## src/rtl/fetch_pkg.sv

```systemverilog
package fetch_pkg;

    // basic datapath word
    typedef logic [31:0] word_t;

    // one fetched instruction with its address
    // pc sits in the upper half, ir in the lower
    typedef struct packed {
        word_t pc;
        word_t ir;
    } fetch_pkt_t;

    // queue sizing
    localparam int unsigned QUEUE_DEPTH = 4;             // entries, also initial credits
    localparam int unsigned CREDIT_W    = 3;             // counts 0..QUEUE_DEPTH
    localparam int unsigned IDX_W       = $clog2(QUEUE_DEPTH); // storage index bits

    // full credit count at counter width
    localparam logic [CREDIT_W-1:0] DEPTH_CNT = CREDIT_W'(QUEUE_DEPTH);

    // first address fetched after reset
    localparam word_t RESET_PC = 32'h0000_0000;

    // rv32i major opcodes used by the front end
    localparam logic [6:0] OPC_JAL    = 7'b110_1111;
    localparam logic [6:0] OPC_OP_IMM = 7'b001_0011; // addi and friends

    // i-format immediate, ir[31:20] sign extended
    function automatic word_t imm_i(input word_t ir);
        word_t imm;
        imm = {{20{ir[31]}}, ir[31:20]};
        return imm;
    endfunction

    // j-format immediate
    // scrambled bits 20|10:1|11|19:12, lsb always zero
    function automatic word_t imm_j(input word_t ir);
        word_t imm;
        imm = {{12{ir[31]}}, ir[19:12], ir[20], ir[30:21], 1'b0};
        return imm;
    endfunction

    // rd field sits at the same spot in every format that has one
    function automatic logic [4:0] rd_field(input word_t ir);
        logic [4:0] rd;
        rd = ir[11:7];
        return rd;
    endfunction

    // major opcode, low seven bits
    function automatic logic [6:0] opcode(input word_t ir);
        logic [6:0] opc;
        opc = ir[6:0];
        return opc;
    endfunction

endpackage

```

## src/rtl/decode_stage.sv

```systemverilog
`timescale 1ns/100ps

module decode_stage (
    input  logic                  clk_i,
    input  logic                  reset_i,
    input  logic                  stall_i,       // back-pressure from later stages
    input  logic                  q_valid_i,
    input  fetch_pkg::fetch_pkt_t q_pkt_i,
    output logic                  q_pop_o,
    output logic                  redirect_o,    // jal taken this cycle
    output fetch_pkg::word_t      redirect_pc_o,
    output logic                  dec_valid_o,
    output fetch_pkg::word_t      dec_pc_o,
    output fetch_pkg::word_t      dec_ir_o,
    output logic [4:0]            dec_rd_o,
    output fetch_pkg::word_t      dec_imm_o
);

    fetch_pkg::word_t ir_w;
    logic [6:0]       opc_w;
    logic             is_jal;
    fetch_pkg::word_t imm_w;
    fetch_pkg::word_t dec_pc_q;
    fetch_pkg::word_t dec_ir_q;
    logic [4:0]       dec_rd_q;
    fetch_pkg::word_t dec_imm_q;
    logic             dec_valid_q;

    assign ir_w   = q_pkt_i.ir;
    assign opc_w  = fetch_pkg::opcode(ir_w);
    assign is_jal = (opc_w == fetch_pkg::OPC_JAL);

    // take the head whenever downstream lets us
    assign q_pop_o = q_valid_i & ~stall_i;

    // immediate by format
    always_comb begin
        case (opc_w)
            fetch_pkg::OPC_OP_IMM: imm_w = fetch_pkg::imm_i(ir_w);
            fetch_pkg::OPC_JAL:    imm_w = fetch_pkg::imm_j(ir_w);
            default:               imm_w = '0; // no immediate decoded
        endcase
    end

    // jal resolves here in the same cycle as the pop
    assign redirect_o    = q_pop_o & is_jal;
    assign redirect_pc_o = q_pkt_i.pc + fetch_pkg::imm_j(ir_w);

    always_ff @(posedge clk_i) begin
        if (reset_i)
            dec_valid_q <= 1'b0;
        else
            dec_valid_q <= q_pop_o; // one cycle per popped packet
    end

    // payload only moves on a pop
    always_ff @(posedge clk_i) begin
        if (q_pop_o) begin
            dec_pc_q  <= q_pkt_i.pc;
            dec_ir_q  <= ir_w;
            dec_rd_q  <= fetch_pkg::rd_field(ir_w);
            dec_imm_q <= imm_w;
        end
    end

    assign dec_valid_o = dec_valid_q;
    assign dec_pc_o    = dec_pc_q;
    assign dec_ir_o    = dec_ir_q;
    assign dec_rd_o    = dec_rd_q;
    assign dec_imm_o   = dec_imm_q;

    // a jal redirect leaves no wrong-path entry behind in the queue
    redirect_flush_a: assert property (
        @(posedge clk_i) disable iff (reset_i)
        redirect_o |=> !q_valid_i
    ) else $error("queue still holds entries after jal redirect");

endmodule

```

## src/rtl/fetch_stage.sv

```systemverilog
`timescale 1ns/100ps

module fetch_stage (
    input  logic                  clk_i,
    input  logic                  reset_i,
    input  logic                  halt_i,          // hold pc and issue no request
    input  fetch_pkg::word_t      imem_data_i,     // data for last cycle's address
    input  logic                  redirect_i,      // jal accepted in decode
    input  fetch_pkg::word_t      redirect_pc_i,   // jal target
    input  logic                  credit_return_i, // one queue slot freed
    output fetch_pkg::word_t      imem_addr_o,     // address requested this cycle
    output logic                  push_valid_o,
    output fetch_pkg::fetch_pkt_t push_pkt_o
);

    fetch_pkg::word_t pc_q;  // address of latest request or the one still owed
    fetch_pkg::word_t pc_w;
    logic             pend_q; // pc_q not requested yet
    logic             pend_w;
    logic             req_q;  // request went out last cycle, data arrives now
    logic             req_w;

    logic [fetch_pkg::CREDIT_W-1:0] credits_q; // free slots incl. in-flight
    logic [fetch_pkg::CREDIT_W-1:0] credits_w;
    logic [fetch_pkg::CREDIT_W-1:0] req_cnt;
    logic [fetch_pkg::CREDIT_W-1:0] ret_cnt;

    // next pc by priority reset > redirect > halt > no credit > advance
    always_comb begin
        priority if (reset_i) begin
            pc_w  = fetch_pkg::RESET_PC;
            req_w = 1'b0;
        end else if (redirect_i) begin
            pc_w  = redirect_pc_i; // queue refills, so credit is guaranteed
            req_w = ~halt_i;
        end else if (halt_i) begin
            pc_w  = pc_q;
            req_w = 1'b0;
        end else if (credits_q == '0) begin
            pc_w  = pc_q;          // wait while queue and in-flight slots are full
            req_w = 1'b0;
        end else begin
            // a target that was never requested goes out as is
            pc_w  = pend_q ? pc_q : pc_q + 32'd4;
            req_w = 1'b1;
        end
    end

    // memory always sees the next pc
    assign imem_addr_o = pc_w;

    // owed flag survives halt and is set when redirect had no request behind it
    always_comb begin
        if (req_w)
            pend_w = 1'b0;
        else if (redirect_i)
            pend_w = 1'b1;
        else
            pend_w = pend_q;
    end

    assign req_cnt = {{(fetch_pkg::CREDIT_W-1){1'b0}}, req_w};
    assign ret_cnt = {{(fetch_pkg::CREDIT_W-1){1'b0}}, credit_return_i};

    // credit taken at request time rather than at push
    always_comb begin
        if (redirect_i)
            credits_w = fetch_pkg::DEPTH_CNT - req_cnt; // queue flushed
        else
            credits_w = credits_q - req_cnt + ret_cnt;
    end

    always_ff @(posedge clk_i) begin
        if (reset_i) begin
            pc_q      <= fetch_pkg::RESET_PC;
            pend_q    <= 1'b1;  // reset pc still owed
            req_q     <= 1'b0;
            credits_q <= fetch_pkg::DEPTH_CNT;
        end else begin
            pc_q      <= pc_w;
            pend_q    <= pend_w;
            req_q     <= req_w;
            credits_q <= credits_w;
        end
    end

    // response lands one cycle after request and is dropped if a jump hit meanwhile
    assign push_valid_o  = req_q & ~redirect_i;
    assign push_pkt_o.pc = pc_q;
    assign push_pkt_o.ir = imem_data_i;

    // underflow wraps past DEPTH_CNT, so one bound covers both directions
    credit_range_a: assert property (
        @(posedge clk_i) disable iff (reset_i)
        credits_q <= fetch_pkg::DEPTH_CNT
    ) else $error("fetch credit counter out of range: %0d", credits_q);

endmodule

```

## src/rtl/fetch_top.sv

```systemverilog
`timescale 1ns/100ps

module fetch_top (
    input  logic             clk_i,
    input  logic             reset_i,
    input  logic             halt_i,      // freeze fetch
    input  logic             stall_i,     // freeze decode
    input  fetch_pkg::word_t imem_data_i, // synchronous read data
    output fetch_pkg::word_t imem_addr_o,
    output logic             dec_valid_o,
    output fetch_pkg::word_t dec_pc_o,
    output fetch_pkg::word_t dec_ir_o,
    output logic [4:0]       dec_rd_o,
    output fetch_pkg::word_t dec_imm_o
);

    logic                  push_valid;
    fetch_pkg::fetch_pkt_t push_pkt;
    logic                  credit_return;
    logic                  q_valid;
    fetch_pkg::fetch_pkt_t q_pkt;
    logic                  q_pop;
    logic                  redirect;     // also the queue flush
    fetch_pkg::word_t      redirect_pc;

    fetch_stage u_fetch (
        .clk_i           (clk_i),
        .reset_i         (reset_i),
        .halt_i          (halt_i),
        .imem_data_i     (imem_data_i),
        .redirect_i      (redirect),
        .redirect_pc_i   (redirect_pc),
        .credit_return_i (credit_return),
        .imem_addr_o     (imem_addr_o),
        .push_valid_o    (push_valid),
        .push_pkt_o      (push_pkt)
    );

    instr_queue u_queue (
        .clk_i           (clk_i),
        .reset_i         (reset_i),
        .flush_i         (redirect),
        .push_valid_i    (push_valid),
        .push_pkt_i      (push_pkt),
        .pop_i           (q_pop),
        .q_valid_o       (q_valid),
        .q_pkt_o         (q_pkt),
        .credit_return_o (credit_return)
    );

    decode_stage u_decode (
        .clk_i         (clk_i),
        .reset_i       (reset_i),
        .stall_i       (stall_i),
        .q_valid_i     (q_valid),
        .q_pkt_i       (q_pkt),
        .q_pop_o       (q_pop),
        .redirect_o    (redirect),
        .redirect_pc_o (redirect_pc),
        .dec_valid_o   (dec_valid_o),
        .dec_pc_o      (dec_pc_o),
        .dec_ir_o      (dec_ir_o),
        .dec_rd_o      (dec_rd_o),
        .dec_imm_o     (dec_imm_o)
    );

endmodule

```

## src/rtl/instr_queue.sv

```systemverilog
`timescale 1ns/100ps

module instr_queue (
    input  logic                  clk_i,
    input  logic                  reset_i,
    input  logic                  flush_i,         // jal redirect drops everything
    input  logic                  push_valid_i,
    input  fetch_pkg::fetch_pkt_t push_pkt_i,
    input  logic                  pop_i,
    output logic                  q_valid_o,       // head entry present
    output fetch_pkg::fetch_pkt_t q_pkt_o,         // head entry
    output logic                  credit_return_o  // one pulse per pop
);

    fetch_pkg::fetch_pkt_t mem_q [fetch_pkg::QUEUE_DEPTH]; // packet storage

    logic [fetch_pkg::CREDIT_W-1:0] wr_ptr_q;
    logic [fetch_pkg::CREDIT_W-1:0] rd_ptr_q;
    logic [fetch_pkg::CREDIT_W-1:0] count_q;  // occupancy
    logic                           push_ok;
    logic                           pop_ok;

    // circular increment for any depth
    function automatic logic [fetch_pkg::CREDIT_W-1:0] ptr_inc(
        input logic [fetch_pkg::CREDIT_W-1:0] ptr
    );
        logic [fetch_pkg::CREDIT_W-1:0] nxt;
        if (ptr == fetch_pkg::DEPTH_CNT - 1'b1)
            nxt = '0;
        else
            nxt = ptr + 1'b1;
        return nxt;
    endfunction

    // flush wins over both sides
    assign push_ok = push_valid_i & ~flush_i;
    assign pop_ok  = pop_i & ~flush_i;

    // packet written at the tail
    always_ff @(posedge clk_i) begin
        if (push_ok)
            mem_q[wr_ptr_q[fetch_pkg::IDX_W-1:0]] <= push_pkt_i;
    end

    always_ff @(posedge clk_i) begin
        if (reset_i || flush_i) begin
            wr_ptr_q <= '0;
            rd_ptr_q <= '0;
            count_q  <= '0;
        end else begin
            if (push_ok)
                wr_ptr_q <= ptr_inc(wr_ptr_q);
            if (pop_ok)
                rd_ptr_q <= ptr_inc(rd_ptr_q);
            case ({push_ok, pop_ok})
                2'b10:   count_q <= count_q + 1'b1;
                2'b01:   count_q <= count_q - 1'b1;
                default: count_q <= count_q; // both or neither
            endcase
        end
    end

    assign q_valid_o = (count_q != '0);
    assign q_pkt_o   = mem_q[rd_ptr_q[fetch_pkg::IDX_W-1:0]];

    // only real pops hand a credit back since fetch refills its count on redirect
    assign credit_return_o = pop_ok;

    // fetch credit accounting must keep the queue from overflowing
    no_push_full_a: assert property (
        @(posedge clk_i) disable iff (reset_i)
        push_ok |-> count_q != fetch_pkg::DEPTH_CNT
    ) else $error("push into full instruction queue");

    // decode only pops a visible head
    no_pop_empty_a: assert property (
        @(posedge clk_i) disable iff (reset_i)
        pop_i |-> count_q != '0
    ) else $error("pop from empty instruction queue");

endmodule

```

## config.mk

```make
export PLATFORM = sky130hd
export DESIGN_NAME = fetch_top
export DESIGN_NICKNAME = d
export VERILOG_FILES = /design/src/rtl/fetch_pkg.sv /design/src/rtl/decode_stage.sv /design/src/rtl/fetch_stage.sv /design/src/rtl/fetch_top.sv /design/src/rtl/instr_queue.sv
export SDC_FILE = /design/constraint.sdc
export NUM_CORES = 1
export LEC_CHECK = 0
export BUFFER_PORTS_ARGS = -buffer_cell sky130_fd_sc_hd__buf_2
export CAP_MARGIN = 20
export CORE_MARGIN = 4
export CORE_UTILIZATION = 35
export CTS_CLUSTER_SIZE = 16
export DETAILED_ROUTE_END_ITERATION = 12
export PLACE_DENSITY = 0.57
export SYNTH_ARGS = -nofsm -noshare
export SYNTH_HDL_FRONTEND = slang
export SYNTH_SLANG_ARGS = --single-unit
```

## constraint.sdc

```tcl
create_clock -name clk_i -period 7.53 [get_ports clk_i]
set_input_delay 0 -clock clk_i [delete_from_list [all_inputs] [get_ports clk_i]]
set_output_delay 0 -clock clk_i [all_outputs]
set_load 0.05 [all_outputs]
```

# --- After elaboration in Yosys (flattened, before gate mapping) ---
# Memories as Yosys holds them, arrays and structs flattened. A register that Yosys moved wholly into a read port is not among the register bits.
# Index checks and enable logic that the tools add are counted.
totals:
  input_bits: 36
  mem_bits_rw: 256
  mem_count: 1
  register_bits: 148
classes:
  bitwise: 8
  mux: 20
  n_eq_ne: 6
  n_reduce_logical: 5
  addsub: 9
memory_table:
  columns: ["name", "words", "width", "read_ports", "rd_clocked_by_memory_dff", "write_ports", "line", "text"]
  rows:
  - ["u_queue.mem_q", 4, 64, 1, 1, 1, "instr_queue.sv:15", "fetch_pkg::fetch_pkt_t mem_q [fetch_pkg::QUEUE_DEPTH];"]
op_table:
  columns: ["operator", "n"]
  rows:
  - ["2-to-1 mux 32 bit", 5]
  - ["one-hot mux 32 bit (2 select lines)", 1]
  - ["adder 32 x 3 -> 32 bit, second input constant", 1]
  - ["adder 32 bit", 1]
  - ["adder 3 x 1 -> 3 bit, second input constant", 3]
  - ["2-to-1 mux 3 bit", 3]
  - ["2-to-1 mux 1 bit", 8]
  - ["equality test 7 x 5 -> 1 bit, second input constant", 1]
  - ["equality test 7 bit, second input constant", 1]
  - ["equality test 3 x 2 -> 1 bit, second input constant", 2]
  - ["one-hot mux 3 bit (2 select lines)", 1]
  - ["AND 1 bit", 5]
  - ["2-to-1 mux 2 bit", 2]
  - ["nonzero test 2 bit", 2]
  - ["adder 3 x 1 -> 3 bit", 1]
  - ["zero test 3 bit", 1]
  - ["inverter 1 bit", 3]
  - ["nonzero test 3 bit", 1]
  - ["subtractor 3 x 1 -> 3 bit", 1]
  - ["subtractor 3 x 1 -> 3 bit, first input constant", 1]
  - ["subtractor 3 x 1 -> 3 bit, second input constant", 1]
  - ["equality test 2 x 1 -> 1 bit, second input constant", 1]
  - ["equality test 2 bit, second input constant", 1]
  - ["logical OR 1 bit", 1]

# --- Logic depth before layout (Yosys ltp) ---
depth:
  ltp_word: 8
  ltp_mapped: 15

# --- Cells and area by module ---
# A second synthesis with hierarchy kept.
unflattened:
  hier_cells: 1151
  hier_area_um2: 17334.1
modules_own_cells:
  columns: ["module", "area_each_um2", "n_inst", "cells_per_inst", "seq_area_each_um2"]
  rows:
  - ["instr_queue", 9864.5, 1, 396, 7907.6]
  - ["decode_stage", 4764.6, 1, 418, 2572.5]
  - ["fetch_stage", 2705.1, 1, 337, 740.7]

# --- Least setup slack after synthesis ---
# Ideal clock, no wire load.
synth_path:
  path_kind: "reg-to-reg"
  startpoint: "register u_queue.count_q[0] (netlist bit)"
  endpoint: "memory u_queue.mem_q[3][0] (netlist bit), enable pin"
  stages_incl_launch_ff: 9
  period_less_slack_ns: 5.626
  setup_slack_ns: 1.904
  t_arrival_ns: 5.138
  n_path_buf: 2
  cell_sequence: "dfxtp_1 -> nor3_1 -> or2_2 -> inv_1 -> nand2_1 -> buf_6 -> buf_6 -> nand2_1 -> nor2_1"
synth_via:
  elab_chain_len: 8
synth_rtl:
  columns: ["item", "line", "text"]
  rows:
  - ["start, declared", "instr_queue.sv:19", "logic [fetch_pkg::CREDIT_W-1:0] count_q;"]
  - ["start signal, assigned", "instr_queue.sv:56", "2'b10: count_q <= count_q + 1'b1;"]
  - ["start signal, assigned", "instr_queue.sv:57", "2'b01: count_q <= count_q - 1'b1;"]
  - ["start signal, assigned", "instr_queue.sv:58", "default: count_q <= count_q;"]
  - ["nonzero test 3 bit (*)", "instr_queue.sv:63", "assign q_valid_o = (count_q != '0);"]
  - ["AND 1 bit (*)", "decode_stage.sv:34", "assign q_pop_o = q_valid_i & ~stall_i;"]
  - ["via q_pop", "fetch_top.sv:22", "logic q_pop;"]
  - ["AND 1 bit (*)", "decode_stage.sv:46", "assign redirect_o = q_pop_o & is_jal;"]
  - ["inverter 1 bit (*)", "fetch_stage.sv:88, instr_queue.sv:36", null]
  - ["AND 1 bit", "fetch_stage.sv:88", "assign push_valid_o = req_q & ~redirect_i;"]
  - ["AND 1 bit (*)", "instr_queue.sv:36", "assign push_ok = push_valid_i & ~flush_i;"]
  - ["2-to-1 mux 1 bit (*)", "instr_queue.sv:41", "if (push_ok)"]
  - ["2-to-1 mux 1 bit (implied by the code) (*)", "instr_queue.sv:42", "mem_q[wr_ptr_q[fetch_pkg::IDX_W-1:0]] <= push_pkt_i;"]
  - ["end, declared", "instr_queue.sv:15", null]
# The timed path passes the listed nets; every way through them passes the cells marked *.

==> run summary <==
Dpl cells -> 1748
Synthesized area -> 16500 um2
Post-synthesis area per instance -> 16.2 um2
Simple-gate share of the synthesized area -> 0.0626
Main combinational cell family by area after synthesis -> multiplexers
CTS root buffer -> clkbuf_16
Critical path class -> reg -> out
Sequential Power Share -> 0.391
Syn nets -> 1096
Total GRT Usage -> 0.162
CP top delay family -> compound AO/OA/AOI/OAI gates
Synth warnings -> 0
Final Cycle Share -> 0.737
XOR/XNOR Fraction of Synth Area -> 0.0293
Clock Path Buffers -> 3
Fin Setup TNS -> 0 ps
Fillcell total -> 4165
Required @ worst endpoint -> 7530 ps
Footprint of the multi-input gates -> 4820 um2
Row Count -> 79
Cells on worst reg2reg path -> 12
Internal power -> 4530 uW
Clock transition at path regs -> 60 ps
Multiplexer area fraction after synthesis -> 0.0901
Power Dens Cells -> 359 nW/um2
Max-cap viol count -> 0
CP bufs+invs -> 2
Clock share of power -> 0.292
Status -> finished, final reports clean
Initial core utilization -> 0.353
Initial antenna violation count -> 2
Total number of vias -> 9669
Total CTS buffers -> 43
Core area -> 46600 um2
Minimum clock period -> 5550 ps
R2r setup slk -> 2760 ps
Htree depth -> 2
Crit path max-delay cell type -> dfxtp_4
Slew @ Worst Pin -> 978 ps
Leak -> 0.00698 uW
Ys flop type -> edfxtp_1
Vias/cell -> 5.20
Fin. max-slew vios -> 0
Initial drt markers -> 547
Routed length per instance -> 22.1 um
Crit. End Element -> output pin
Worst-path fanout max -> 37
Mapped Cells -> 1018
GP Congestion -> 0.858
CTS tree -> done
Max Clock Skew -> 25.8 ps
Hold Path Stages -> 2
Hold Slack -> 203 ps
Die Footprint -> 50500 um2
Clock sinks -> 390
Compound-Gate Fraction of Synth Area -> 0.0770
Comb power frac -> 0.317
Post-synth EDFFs -> 341
Async SR Flop Fraction -> 0
Pin count of the biggest net entering global routing -> 53
Chip Height -> 225 um
Worst EP arrival -> 5550 ps
Aggregate routed wire length -> 41100 um
Fin cells -> 1860
First-pass GRT wire length -> 62300 um
Final setup viols -> 0
Reg area -> 11200 um2
Synth unique cells -> 61
Ant diodes -> 0
IO Pins -> 170
Post-DP HPWL -> 26900 um
Clk_lat worst skew -> 560 ps
Layout cells sized above 1 -> 0.261
Sw Share -> 0.356
Worst min path class -> in -> reg
Slew headroom -> 0.344
Detailed Routing Iterations Pass 1 -> 5
Area Growth Syn to Fin -> 19.2%
Hold Path Origin -> imem_data_i[12]
Grt ovf -> 0
DIE WIDTH -> 225 um
Post-CTS Setup Bufs -> 0
Vias in the first global route -> 10000
Post-synthesis register bit count -> 390
Crit path launch type -> flip-flop
Final #Nets -> 1301
Final Hold Vio Count -> 0
Residual DRC -> 0
Number of port buffers -> 169
Fmax -> 180 MHz
Slowest stage delay, CP -> 740 ps
Seq/Total Area, Yosys -> 0.682
Post-DRT Antenna Nets -> 0
Reg2reg end -> u_fetch.credits_q[2]
NetSw -> 2500 uW
Hold EP -> u_queue.mem_q[0][12]
Crit-path cells -> buf_4 -> mux4_2 -> ha_1 -> fa_1 -> a21oi_1 -> o21ai_0 -> o21ai_0 -> a31oi_1 -> a31oi_1 -> a21oi_1 -> o41ai_1 -> buf_2
Unrepaired setup endpoints after global routing -> no
Worst vdd ir -> 0.202 mV
Synth Area in Adders -> 0.0333
==> layout make-up <==
class	count	area share
Inverter	24	0.00472
Tap cell	607	0.0387
Clock inverter	17	0.00696
Timing Repair Buffer	217	0.0674
Sequential cell	390	0.573
Clock buffer	58	0.0635
Multi-Input combinational cell	547	0.246
==> metal layers <==
metal  vias up  part of all wire  GRT usage  wire, um
li1       4440                 -          -         -
met1      4905              0.45      0.226     18700
met2       276              0.48      0.264     19600
met3        48             0.055     0.0347      2250
met4         0             0.014     0.0350       588
met5         -                 0          0         0
==> registers in the layout (all words and copies together) (netlist names), named ones only <==
signal and cells:
u_fetch.pc_q 32, u_fetch.req_q 1, u_decode.dec_rd_o 4, u_queue.wr_ptr_q 3, u_decode.dec_ir_o 28, u_queue.rd_ptr_q 3
u_decode.dec_valid_o 1, u_decode.dec_imm_o 21, u_fetch.pend_q 1, u_fetch.credits_q 3, u_queue.mem_q 256, u_queue.count_q 3
u_decode.dec_pc_o 32
==> how the worst max path moves through the flow <==
stage	to	startpoint	slack (ps)	depth (start not counted)
floorplan	u_queue.mem_q[3][0]	u_queue.count_q[0]	1900	8
detailed placement	imem_addr_o[23]	flip-flop	2520	12
global route	imem_addr_o[23]	flip-flop	1630	12
CTS	imem_addr_o[23]	flip-flop	1900	12
global placement	imem_addr_o[23]	flip-flop	2550	12
finish	imem_addr_o[23]	flip-flop	1980	12
==> power by group through the flow <==
| stage | logic (uW) | registers (uW) | clock network (uW) |
|---|---|---|---|
| after floorplan | 1280 | 3180 | 0 |
| final | 2230 | 2750 | 2060 |
| after global routing | 2400 | 2780 | 2220 |
| after global placement | 2200 | 2800 | 0 |
| after detailed placement | 2210 | 2800 | 0 |
| after CTS | 2230 | 2760 | 2120 |
==> synthesized netlist by cell type (16+ instances only) <==
cell type	number	area share
xor2_1	26	0.014
a211oi_1	47	0.021
inv_1	24	0.0055
dfxtp_1	49	0.060
xnor2_1	29	0.015
a21oi_1	43	0.013
mux4_2	64	0.088
ha_1	39	0.030
o21ai_0	18	0.0055
edfxtp_1	341	0.62
and3_1	18	0.0068
buf_4	18	0.0082
nor2_1	58	0.013
a21o_1	21	0.0096
nand3_1	16	0.0049
nand2_1	44	0.010
clkbuf_1	17	0.0039
==> cell families (layout without fill, tap and decap cells) <==
| group | count (synthesis) | count (layout) |
|---|---|---|
| flip-flops | 390 | 390 |
| AND/OR/NAND/NOR | 200 | 200 |
| AO/OA/AOI/OAI | 182 | 182 |
| buffers and inverters | 81 | 316 |
| multiplexers | 68 | 68 |
| XOR/XNOR | 55 | 55 |
| adder cells (fa/ha/maj) | 42 | 42 |
==> timing repair <==
item | CTS | global route
gates resized for setup | 0 | 0
endpoints found under the hold margin | 138 | 0
endpoints found under the setup margin | 0 | 0
hold buffers | 35 | 0
==> cell usage in the layout, fill, tap and decap left out, drive strengths merged, types with 26 or more instances in the layout <==
master	instances
xnor2	29
edfxtp	341
a21oi	43
dfxtp	49
dlygate4sd3	35
nand2	44
mux4	64
ha	39
buf	182
nor2	58
a211oi	47
clkbuf	58
xor2	26
==> per-stage QoR <==
step	power [uW]	setup WS, ps	cell area (um2)	util
after detailed placement	5010	2520	17800	0.383
after floorplan	4460	1900	16500	-
after CTS	7110	1900	19600	0.420
after global placement	5000	2550	17800	0.383
after global routing	7400	1630	19600	0.421
final	7040	1980	19600	0.421
Note: power is estimated with default switching activity, not from simulation.
